--- src/stq_settings.svh ---
// store queue build settings
// queue depth, address and data widths, and drain credits shared by
// the packages and the RTL
`ifndef STQ_SETTINGS_SVH
`define STQ_SETTINGS_SVH

// number of queue entries, must stay a power of two
`define STQ_DEPTH 16

// byte address width
`define STQ_ADDR_W 32

// store data width, one 4-byte word
`define STQ_DATA_W 32

// credits the data cache grants after reset
`define STQ_DRAIN_CREDITS 2

`endif

--- src/stq_mem_pkg.sv ---
// store queue memory-access types
// address split into word and low bits, access size, byte mask and
// the contents of one queue entry
`include "stq_settings.svh"

package stq_mem_pkg;

  localparam int STQ_WORD_W = `STQ_ADDR_W - 2;

  typedef enum logic [1:0] {
    SZ_BYTE = 2'd0,
    SZ_HALF = 2'd1,
    SZ_WORD = 2'd2
  } access_size_t;

  // one bit per byte lane of the 4-byte word
  typedef logic [3:0] byte_mask_t;

  typedef struct packed {
    logic [STQ_WORD_W-1:0] word;
    logic [1:0]            low;
  } mem_addr_t;

  typedef struct packed {
    mem_addr_t    addr;
    access_size_t size;
  } mem_req_t;

  // known is the only field that gets a reset
  typedef struct packed {
    logic                  known;
    logic [STQ_WORD_W-1:0] word;
    byte_mask_t            mask;
    logic [`STQ_DATA_W-1:0] data;
  } stq_entry_t;

endpackage

--- src/stq_ctl_pkg.sv ---
// store queue control types
// age tags, store write and load check requests, check response and
// the word sent to the data cache on drain
`include "stq_settings.svh"

package stq_ctl_pkg;

  localparam int STQ_IDX_W = $clog2(`STQ_DEPTH);
  localparam int STQ_TAG_W = STQ_IDX_W + 1;

  // wrap bit flips each time the index rolls over
  typedef struct packed {
    logic                 wrap;
    logic [STQ_IDX_W-1:0] idx;
  } stq_tag_t;

  typedef struct packed {
    stq_tag_t               tag;
    stq_mem_pkg::mem_req_t  req;
    logic [`STQ_DATA_W-1:0] data;
  } store_wr_t;

  // tag is the tail tag seen when the load was dispatched
  typedef struct packed {
    stq_mem_pkg::mem_req_t req;
    stq_tag_t              tag;
  } chk_req_t;

  typedef struct packed {
    logic     hit;
    logic     full;
    stq_tag_t tag;
  } chk_resp_t;

  typedef struct packed {
    logic [stq_mem_pkg::STQ_WORD_W-1:0] word;
    stq_mem_pkg::byte_mask_t            mask;
    logic [`STQ_DATA_W-1:0]             data;
  } drain_word_t;

endpackage

--- src/stq_age_pick.sv ---
// youngest older store pick
// keeps only matches between the head and the load's age tag, then
// takes the last one, searching the part below the load first when
// the window wraps
`timescale 1ns/1ns
`include "stq_settings.svh"

module stq_age_pick (
  input  logic [`STQ_DEPTH-1:0] match,
  input  stq_ctl_pkg::stq_tag_t head,
  input  stq_ctl_pkg::stq_tag_t load_tag,
  output logic                  hit,
  output stq_ctl_pkg::stq_tag_t pick
);

  import stq_ctl_pkg::*;

  logic [`STQ_DEPTH-1:0] below_load;
  logic [`STQ_DEPTH-1:0] from_head;
  logic [`STQ_DEPTH-1:0] window;
  logic [`STQ_DEPTH-1:0] cand_lo;
  logic [`STQ_DEPTH-1:0] cand_hi;
  logic [STQ_IDX_W-1:0]  idx_lo;
  logic [STQ_IDX_W-1:0]  idx_hi;
  logic [STQ_IDX_W-1:0]  idx_sel;
  logic                  has_lo;
  logic                  has_hi;

  function automatic logic [STQ_IDX_W-1:0] last_set(input logic [`STQ_DEPTH-1:0] v);
    int i;
    last_set = '0;
    for (i = 0; i < `STQ_DEPTH; i++) begin
      if (v[i]) last_set = STQ_IDX_W'(i);
    end
  endfunction

  for (genvar i = 0; i < `STQ_DEPTH; i++) begin : g_win
    assign below_load[i] = STQ_IDX_W'(i) < load_tag.idx;
    assign from_head[i]  = STQ_IDX_W'(i) >= head.idx;
  end

  // equal wrap bits mean head..load does not cross the top entry
  assign window = (head.wrap == load_tag.wrap) ? (below_load & from_head) :
                                                 (below_load | from_head);

  assign cand_lo = match & window & below_load;
  assign cand_hi = match & window & ~below_load;

  assign has_lo  = |cand_lo;
  assign has_hi  = |cand_hi;
  assign idx_lo  = last_set(cand_lo);
  assign idx_hi  = last_set(cand_hi);
  assign idx_sel = has_lo ? idx_lo : idx_hi;

  assign hit = has_lo | has_hi;

  // entries at or above the head are on the head's lap
  assign pick = '{
    wrap: (idx_sel >= head.idx) ? head.wrap : ~head.wrap,
    idx:  idx_sel
  };

endmodule

--- src/stq_byte_mask.sv ---
// byte mask decode
// turns access size and the low address bits into the byte lanes an
// access touches inside its 4-byte word
`timescale 1ns/1ns

module stq_byte_mask (
  input  stq_mem_pkg::access_size_t size,
  input  logic [1:0]                low,
  output stq_mem_pkg::byte_mask_t   mask
);

  import stq_mem_pkg::*;

  always_comb begin
    mask = 4'b0000;
    case (size)
      SZ_BYTE: begin
        case (low)
          2'd0: mask = 4'b0001;
          2'd1: mask = 4'b0010;
          2'd2: mask = 4'b0100;
          default: mask = 4'b1000;
        endcase
      end
      SZ_HALF: begin
        // halves are aligned, so only low[1] picks the lane pair
        if (low[1]) begin
          mask = 4'b1100;
        end else begin
          mask = 4'b0011;
        end
      end
      SZ_WORD: begin
        mask = 4'b1111;
      end
      default: begin
        // unused size code, cover the whole word
        mask = 4'b1111;
      end
    endcase
  end

endmodule

--- src/stq_entry_array.sv ---
// store queue entry array
// holds word address, byte mask and data of every store and compares
// a load against all entries in parallel
// also reads out the entry at the drain index
`timescale 1ns/1ns
`include "stq_settings.svh"

module stq_entry_array (
  input  logic                              clk,
  input  logic                              rst,
  input  logic                              store_wr_valid,
  input  stq_ctl_pkg::store_wr_t            store_wr,
  input  stq_mem_pkg::byte_mask_t           store_mask,
  input  stq_ctl_pkg::chk_req_t             chk_req,
  input  stq_mem_pkg::byte_mask_t           chk_mask,
  input  logic [`STQ_DEPTH-1:0]             entry_valid,
  input  logic [stq_ctl_pkg::STQ_IDX_W-1:0] drain_idx,
  output logic [`STQ_DEPTH-1:0]             match,
  output logic [`STQ_DEPTH-1:0]             full_cov,
  output stq_ctl_pkg::drain_word_t          drain_out
);

  import stq_mem_pkg::*;
  import stq_ctl_pkg::*;

  stq_entry_t ent_q [`STQ_DEPTH];
  stq_entry_t drain_ent;

  for (genvar i = 0; i < `STQ_DEPTH; i++) begin : g_ent
    logic       wr_sel;
    byte_mask_t overlap;

    assign wr_sel = store_wr_valid && (store_wr.tag.idx == STQ_IDX_W'(i));

    // address-known bit, dropped once the entry is no longer valid
    always_ff @(posedge clk) begin
      if (rst) begin
        ent_q[i].known <= 1'b0;
      end else if (wr_sel) begin
        ent_q[i].known <= 1'b1;
      end else if (!entry_valid[i]) begin
        ent_q[i].known <= 1'b0;
      end
    end

    always_ff @(posedge clk) begin
      if (wr_sel) begin
        ent_q[i].word <= store_wr.req.addr.word;
        ent_q[i].mask <= store_mask;
        ent_q[i].data <= store_wr.data;
      end
    end

    assign overlap = ent_q[i].mask & chk_mask;

    // same word and at least one shared byte lane
    assign match[i] = entry_valid[i] && ent_q[i].known &&
                      (ent_q[i].word == chk_req.req.addr.word) && (|overlap);

    // store supplies every byte the load wants
    assign full_cov[i] = match[i] && (overlap == chk_mask);
  end

  assign drain_ent = ent_q[drain_idx];

  assign drain_out = '{
    word: drain_ent.word,
    mask: drain_ent.mask,
    data: drain_ent.data
  };

endmodule

--- src/stq_ptr_ctl.sv ---
// store queue pointer control
// head, commit and tail tags, per-entry valid bits, flush on
// exception and the credit-gated drain to the data cache
`timescale 1ns/1ns
`include "stq_settings.svh"

module stq_ptr_ctl (
  input  logic                              clk,
  input  logic                              rst,
  input  logic                              alloc_valid,
  output logic                              alloc_ready,
  output stq_ctl_pkg::stq_tag_t             alloc_tag,
  input  logic                              commit_valid,
  input  logic                              excpt,
  input  logic                              drain_credit,
  output logic [`STQ_DEPTH-1:0]             entry_valid,
  output stq_ctl_pkg::stq_tag_t             head,
  output logic                              drain_valid,
  output logic [stq_ctl_pkg::STQ_IDX_W-1:0] drain_idx
);

  import stq_ctl_pkg::*;

  localparam int CRED_W = $clog2(`STQ_DRAIN_CREDITS + 1);
  localparam logic [CRED_W-1:0] CRED_MAX = `STQ_DRAIN_CREDITS;

  stq_tag_t              head_q, cmt_q, tail_q, cmt_d;
  logic [`STQ_DEPTH-1:0] valid_q, valid_d, keep;
  logic [CRED_W-1:0]     credits_q;
  logic [STQ_TAG_W-1:0]  cmt_cnt;
  logic                  full, alloc_fire, commit_fire, drain_fire;

  function automatic stq_tag_t tag_inc(input stq_tag_t t);
    tag_inc = stq_tag_t'(t + 1'b1);
  endfunction

  assign full        = (head_q.idx == tail_q.idx) && (head_q.wrap != tail_q.wrap);
  assign alloc_fire  = alloc_valid && !full && !excpt;
  assign commit_fire = commit_valid && (cmt_q != tail_q);
  assign drain_fire  = (credits_q != '0) && (cmt_q != head_q);

  assign cmt_d   = commit_fire ? tag_inc(cmt_q) : cmt_q;
  assign cmt_cnt = cmt_d - head_q;

  // committed entries survive a flush
  for (genvar i = 0; i < `STQ_DEPTH; i++) begin : g_keep
    logic [STQ_IDX_W-1:0] pos;
    assign pos     = STQ_IDX_W'(i) - head_q.idx;
    assign keep[i] = {1'b0, pos} < cmt_cnt;
  end

  always_comb begin
    valid_d = valid_q;
    if (drain_fire) valid_d[head_q.idx] = 1'b0;
    if (excpt) begin
      valid_d = valid_d & keep;
    end else if (alloc_fire) begin
      valid_d[tail_q.idx] = 1'b1;
    end
  end

  always_ff @(posedge clk) begin
    if (rst) begin
      head_q    <= '0;
      cmt_q     <= '0;
      tail_q    <= '0;
      valid_q   <= '0;
      credits_q <= CRED_MAX;
    end else begin
      valid_q <= valid_d;
      cmt_q   <= cmt_d;
      if (drain_fire) head_q <= tag_inc(head_q);
      if (excpt) begin
        tail_q <= cmt_d;
      end else if (alloc_fire) begin
        tail_q <= tag_inc(tail_q);
      end
      if (drain_fire && !drain_credit) begin
        credits_q <= credits_q - 1'b1;
      end else if (!drain_fire && drain_credit && credits_q != CRED_MAX) begin
        credits_q <= credits_q + 1'b1;
      end
    end
  end

  assign alloc_ready = !full;
  assign alloc_tag   = tail_q;
  assign entry_valid = valid_q;
  assign head        = head_q;
  assign drain_valid = drain_fire;
  assign drain_idx   = head_q.idx;

endmodule

--- src/stq_top.sv ---
// store queue top level
// ties pointer control, entry array, age pick and the two byte mask
// decoders together and registers the load check response
`timescale 1ns/1ns
`include "stq_settings.svh"

module stq_top (
  input  logic                     clk,
  input  logic                     rst,
  input  logic                     alloc_valid,
  output logic                     alloc_ready,
  output stq_ctl_pkg::stq_tag_t    alloc_tag,
  input  logic                     store_wr_valid,
  input  stq_ctl_pkg::store_wr_t   store_wr,
  input  logic                     chk_valid,
  input  stq_ctl_pkg::chk_req_t    chk_req,
  output logic                     chk_resp_valid,
  output stq_ctl_pkg::chk_resp_t   chk_resp,
  input  logic                     commit_valid,
  input  logic                     excpt,
  output logic                     drain_valid,
  output stq_ctl_pkg::drain_word_t drain_out,
  input  logic                     drain_credit
);

  import stq_mem_pkg::*;
  import stq_ctl_pkg::*;

  byte_mask_t            st_mask, ld_mask;
  logic [`STQ_DEPTH-1:0] entry_valid, match, full_cov;
  logic [STQ_IDX_W-1:0]  drain_idx;
  stq_tag_t              head, pick;
  logic                  hit;
  chk_resp_t             resp_d;

  stq_byte_mask u_st_mask (.size(store_wr.req.size), .low(store_wr.req.addr.low), .mask(st_mask));
  stq_byte_mask u_ld_mask (.size(chk_req.req.size), .low(chk_req.req.addr.low), .mask(ld_mask));

  stq_ptr_ctl u_ptr (
    .clk(clk), .rst(rst), .alloc_valid(alloc_valid), .alloc_ready(alloc_ready),
    .alloc_tag(alloc_tag), .commit_valid(commit_valid), .excpt(excpt),
    .drain_credit(drain_credit), .entry_valid(entry_valid), .head(head),
    .drain_valid(drain_valid), .drain_idx(drain_idx)
  );

  stq_entry_array u_array (
    .clk(clk), .rst(rst), .store_wr_valid(store_wr_valid), .store_wr(store_wr),
    .store_mask(st_mask), .chk_req(chk_req), .chk_mask(ld_mask),
    .entry_valid(entry_valid), .drain_idx(drain_idx), .match(match),
    .full_cov(full_cov), .drain_out(drain_out)
  );

  stq_age_pick u_pick (.match(match), .head(head), .load_tag(chk_req.tag), .hit(hit), .pick(pick));

  // full only counts for the store that was picked
  assign resp_d = '{hit: hit, full: hit && full_cov[pick.idx], tag: pick};

  always_ff @(posedge clk) begin
    if (rst) begin
      chk_resp_valid <= 1'b0;
    end else begin
      chk_resp_valid <= chk_valid;
    end
  end

  always_ff @(posedge clk) begin
    if (chk_valid) chk_resp <= resp_d;
  end

endmodule
--- config.mk ---
export PLATFORM = sky130hd
export DESIGN_NAME = stq_top
export DESIGN_NICKNAME = d
export VERILOG_FILES = /design/src/stq_mem_pkg.sv /design/src/stq_ctl_pkg.sv /design/src/stq_age_pick.sv /design/src/stq_byte_mask.sv /design/src/stq_entry_array.sv /design/src/stq_ptr_ctl.sv /design/src/stq_top.sv
export VERILOG_INCLUDE_DIRS = /design/src
export SDC_FILE = /design/constraint.sdc
export NUM_CORES = 1
export LEC_CHECK = 0
export ABC_CLOCK_PERIOD_IN_PS = 8039
export BUFFER_PORTS_ARGS = -buffer_cell sky130_fd_sc_hd__clkbuf_2
export CAP_MARGIN = 20
export CORE_AREA = 2 2 296 298
export DETAILED_ROUTE_END_ITERATION = 7
export DIE_AREA = 0 0 298 300
export PLACE_DENSITY_LB_ADDON = 0.3
export SLEW_MARGIN = 40
export SYNTH_ARGS = -nofsm -noshare
export SYNTH_HDL_FRONTEND = slang
export SYNTH_SLANG_ARGS = --single-unit
--- constraint.sdc ---
create_clock -name clk -period 8.04 [get_ports clk]
set_input_delay 1.608 -clock clk [delete_from_list [all_inputs] [get_ports clk]]
set_output_delay 1.608 -clock clk [all_outputs]
set_load 0.02 [all_outputs]
== Word-level counts from Yosys, hierarchy flattened ==
Memory sizes are Yosys's and may differ from the RTL's. A register that Yosys moved wholly into a read port is not among the register bits.
Index checks and enable logic that the tools add are counted.

* Memory bits (writable): 1072
* Memories: 1
* Flip-flop bits (word level): 41
* Word-level logic and storage cells: 547
* Input port bits: 118
* Output and inout port bits: 81

{| class="wikitable"
|+ Memories
! memory !! depth !! width !! read ports !! clocked after Yosys merged registers in !! wr ports !! RTL line !! text
|-
| u_array.ent_q || 16 || 67 || 17 || 1 || 16 || stq_entry_array.sv:26 || <nowiki>stq_entry_t ent_q [`STQ_DEPTH];</nowiki>
|}

* Equality and inequality tests: 59
* $lt $le $gt $ge: 54
* Reductions and logical operators: 121
* Bitwise logic cells: 60
* Mux-type cells: 217
* Add/sub/neg operators: 22

{| class="wikitable"
|+ Operators with widths
! kind !! number
|-
| equality test 30 bit || 16
|-
| 2-to-1 mux 1 bit || 168
|-
| bitwise AND 16 bit || 6
|-
| logical AND 1 bit || 91
|-
| 2-to-1 mux 4 bit || 21
|-
| < comparator 4 x 5 -> 1 bit || 16
|-
| equality test 4 bit || 17
|-
| bitwise AND 4 bit || 16
|-
| 2-to-1 mux 16 bit || 4
|-
| OR reduction 4 bit || 16
|-
| OR 1 bit || 33
|-
| equality test 4 bit, second input constant || 8
|-
| greater-or-equal comparator 4 bit, first input constant || 8
|-
| < comparator 4 bit, first input constant || 8
|-
| NOT 16 bit || 2
|-
| OR 16 bit || 2
|-
| OR reduction 16 bit || 2
|-
| subtractor 4 bit, first input constant || 8
|-
| 2-to-1 mux 3 bit || 8
|-
| case mux 4 bit (3 select lines) || 2
|-
| equality test 4 x 3 -> 1 bit, second input constant || 4
|-
| greater-or-equal comparator 3 x 4 -> 1 bit, first input constant || 4
|-
| < comparator 3 x 4 -> 1 bit, first input constant || 4
|-
| case mux 4 bit (2 select lines) || 2
|-
| 31 further kinds || 67
|}

== Depth between registers and ports, before layout ==
* Depth in word-level cells: 27
* Gate-level depth with buffers: 19
* Gate-level depth less buffers: 18

== Modules after synthesis ==
From an unflattened synthesis, not the netlist that was laid out.

* Cells, all modules: 3179
* Area total of the unflattened synthesis: 51607.0 um^2

{| class="wikitable"
|+ Modules (own cells, without submodules)
! module !! seq. area each (um^2) !! instances !! cells an instance !! area each (um^2)
|-
| stq_entry_array || 32190.9 || 1 || 2602 || 46966.3
|-
| stq_ptr_ctl || 660.6 || 1 || 333 || 2820.2
|-
| stq_age_pick || 0.0 || 1 || 204 || 1340.0
|-
| stq_top || 230.2 || 1 || 26 || 392.9
|-
| stq_byte_mask || 0.0 || 2 || 7 || 43.8
|}

== Worst setup path after synthesis ==
Ideal clock, no wire load.

* Path kind: input to register
* From: input store_wr_valid
* To: memory u_array.ent_q[4][66] in the netlist's numbering, enable pin
* Library setup time: 0.313 ns
* Required time: 7.727 ns
* Cell stages on the path: 4
* Arrival time: 6.851 ns
* Setup slack: 0.876 ns
* Cells stage by stage: nand2_1 > or2_2 > nor3_1 > or3_1

{| class="wikitable"
|+ RTL lines
! what !! RTL line !! text
|-
| from (decl) || stq_top.sv:13 || <nowiki>input logic store_wr_valid,</nowiki>
|-
| to (decl) || stq_entry_array.sv:26 ||
|}

==> impl_metrics.py <==
metrics = {
    "setup_path": {
        "endpoint_kind": "register",
        "critPathMaxFanout": 16,
        "crit_type": "in2reg",
        "worstPathRequired_ns": 8.44,
        "worstPathArrival_ns": 6.52,
        "start_kind": "input port",
    },
    "clocking": {
        "path_clk_slew_ns": 0.05,
        "clkSinkCount": 1117,
        "cts_setup_buffers": 0,
        "clock_tree.buffer_depth": 3,
        "postCtsHoldBufs": 0,
        "htree_levels": 3,
        "cts_buffers": 113,
        "root_buffer": "clkbuf_16",
        "cts_tree": "built",
        "post_cts_resized": 0,
        "clock_latency_ns": 0.70,
    },
    "synthesis": {
        "syn_area_per_cell_um2": 17.2,
        "synth-seq-area-share": 0.647,
        "yosysMostFrequentCell": "edfxtp_1",
        "ys_warn_count": 0,
        "syn_nets": 3151,
        "ys_types": 92,
        "synthTopCellsByArea": "edfxtp_1 (63%), mux4_2 (15%), xor2_1 (4.9%)",
        "synthFlopType": "edfxtp_1",
        "syn_area_mm2": 0.0513,
        "async_reset_ff_frac": 0,
        "synth-edff-count": 1079,
        "synthCells": 2978,
        "synth_top_cell_by_area": "edfxtp_1",
        "synth_top_area_frac": 0.632,
        "ys_ff_latch": 1117,
        "ys_top_cells_by_count": "edfxtp_1 (1,079), mux4_2 (330), xor2_1 (288)",
    },
    "timing": {
        "hold_viol_final": 0,
        "fmax_mhz": 163,
        "finalCritPeriodShare": 0.761,
        "worst_slew_pin_slew_ns": 0.959,
        "rsz0062_at_grt": "false",
        "setup_violations": 0,
        "finClkSkew_ns": 0.0435,
        "max_slew_margin": 0.355,
        "fin_crit_ns": 6.12,
        "setup-tns-final_ns": 0,
        "drv_slew": 0,
    },
    "die": {
        "dieWidth_um": 298,
        "rows": 108,
        "die_y_um": 300,
        "io_pins": 199,
        "core_mm2": 0.0862,
        "initial_core_util": 0.594,
        "die-area_mm2": 0.0894,
    },
    "global_route": {
        "track_usage": 0.371,
        "grt_pass1_wl_mm": 231,
        "grt_pass1_vias": 29903,
        "grt_start_max_net_pins": 107,
        "antenna_found_initial": 18,
        "overflow": 0,
    },
    "power_and_ir_drop": {
        "power.total_mw": 15.4,
        "p_per_area_mw_per_mm2": 269,
        "p_int_mw": 11.1,
        "combPwrFrac": 0.232,
        "irDropWorstVdd_uv": 261,
        "net-switching-power_mw": 4.34,
        "swShare": 0.282,
        "pwr-share-clk": 0.334,
        "pwr-share-seq": 0.434,
        "cellLeakagePower_nw": 18.3,
    },
    "placement": {
        "port_buffers": 197,
        "postPlaceCellArea_mm2": 0.0535,
        "routabilityCongestion": 1.05,
        "place.detailed.hpwl_mm": 108,
    },
    "detailed_routing": {
        "detail_route.wl_per_cell_um": 37.4,
        "drc": 0,
        "drtAntennaViolNets": 0,
        "route.vias.total": 30793,
        "drt_iter0_markers": 4538,
        "viasPerCell": 6.97,
        "drt-total-wl_mm": 165,
        "dr.pass1.iters": 6,
    },
    "cells_and_area": {
        "synthToLayoutAreaGrowth_pct": 11.5,
        "num-nets-final": 3337,
        "drive_above_1_share": 0.242,
        "stdcell_area_mm2": 0.0572,
    },
    "min_path": {
        "hp-class": "reg2reg",
    },
    "outcome": {
        "status": "finished, final reports clean",
    },
    "job": {
        "cap_violations": 0,
    },
}
[placed cells by master (no fill, tap or decap), drive strengths merged, types with 54 or more instances in the layout]
| cell | count |
|---|---|
| xor2 | 288 |
| edfxtp | 1079 |
| mux4 | 330 |
| ha | 54 |
| nor2 | 87 |
| a21oi | 58 |
| nand2 | 68 |
| xnor2 | 232 |
| clkbuf | 347 |
| inv | 60 |
| nor4 | 80 |
| nand4 | 71 |
[layer usage]
metal	GRT usage	up-vias	part of all wire
met1	0.512	15948	0.36
li1	-	12261	-
met3	0.103	343	0.13
met4	0.149	24	0.049
met5	0	-	0.0014
met2	0.569	2217	0.46
[power by group through the flow]
stage	sequential, mW	clock, mW	combinational [mW]
after global placement	6.82	0	3.44
after detailed placement	6.80	0	3.52
after floorplan	6.71	0	2.52
after global routing	6.69	5.41	3.79
final	6.68	5.15	3.57
after CTS	6.68	5.19	3.56
[registers in the layout, indices dropped and copies added (netlist names), named ones only]
signal,cells
chk_resp_valid,1
u_array.ent_q,1072
u_ptr.head,1
u_ptr.drain_idx,4
chk_resp,7
u_ptr.cmt_q,5
u_ptr.alloc_tag,5
u_ptr.entry_valid,16
u_ptr.credits_q,2
[per-stage QoR]
| stage | hold WS [ns] | std cells | setup WS (ns) | util |
|---|---|---|---|---|
| floorplan | 0.476 | 2978 | 0.876 | - |
| global placement | 0.494 | 4201 | 1.08 | 0.619 |
| detailed placement | 0.517 | 4204 | 1.45 | 0.621 |
| CTS | 0.524 | 4411 | 2.15 | 0.662 |
| global route | 0.573 | 4413 | 1.71 | 0.663 |
| finish | 0.525 | 4418 | 1.92 | 0.663 |
[kinds of logic (layout without fill, tap and decap cells)]
family / count (synthesis) / after routing / synth area share
other: 0 / 7 / 0
AOI/OAI and AO/OA: 244 / 244 / 0.0339
muxes: 333 / 333 / 0.146
DFF: 1117 / 1117 / 0.647
xor gates and xnor gates: 520 / 520 / 0.0890
and+or+nand+nor: 475 / 475 / 0.0509
buffers and inverters: 234 / 512 / 0.0199
adders and majority gates: 55 / 55 / 0.0136
[worst paths after layout]
kind,cells after the start,end,startpoint,slack [ns]
worst min register to register,1,u_ptr.credits_q[0],u_ptr.credits_q[0],0.52
worst max-delay path,16,chk_resp[4],chk_req[26],1.92
worst min-delay path,1,u_ptr.credits_q[0],u_ptr.credits_q[0],0.52
worst max register to register,16,chk_resp[4],u_ptr.drain_idx[3],2.73
[layout make-up]
cell class | instances | area (um^2)
Tap cell | 1155 | 1450
Sequential cell | 1117 | 33200
Clock inverter | 57 | 538
Multi-Input combinational cell | 1627 | 17200
Antenna cell | 7 | 17.5
Clock buffer | 150 | 3070
Timing Repair Buffer | 247 | 1470
Inverter | 58 | 258
Fill cell | 5863 | 29000
[worst max-delay path, cell delays in order]
cell and delay (ns):
clkbuf_2 0.31, xnor2_1 0.50, nand4_1 0.14, nor4_1 0.59
nand4_1 0.66, nor3b_1 0.64, nor2b_1 0.13, a21boi_0 0.16
o211ai_1 0.40, nand2_2 0.27, ha_1 0.36, nand2b_1 0.15
a21o_1 0.17, a21o_1 0.17, a21oi_1 0.16, xor2_1 0.09
(Power assumes the default switching activity.)
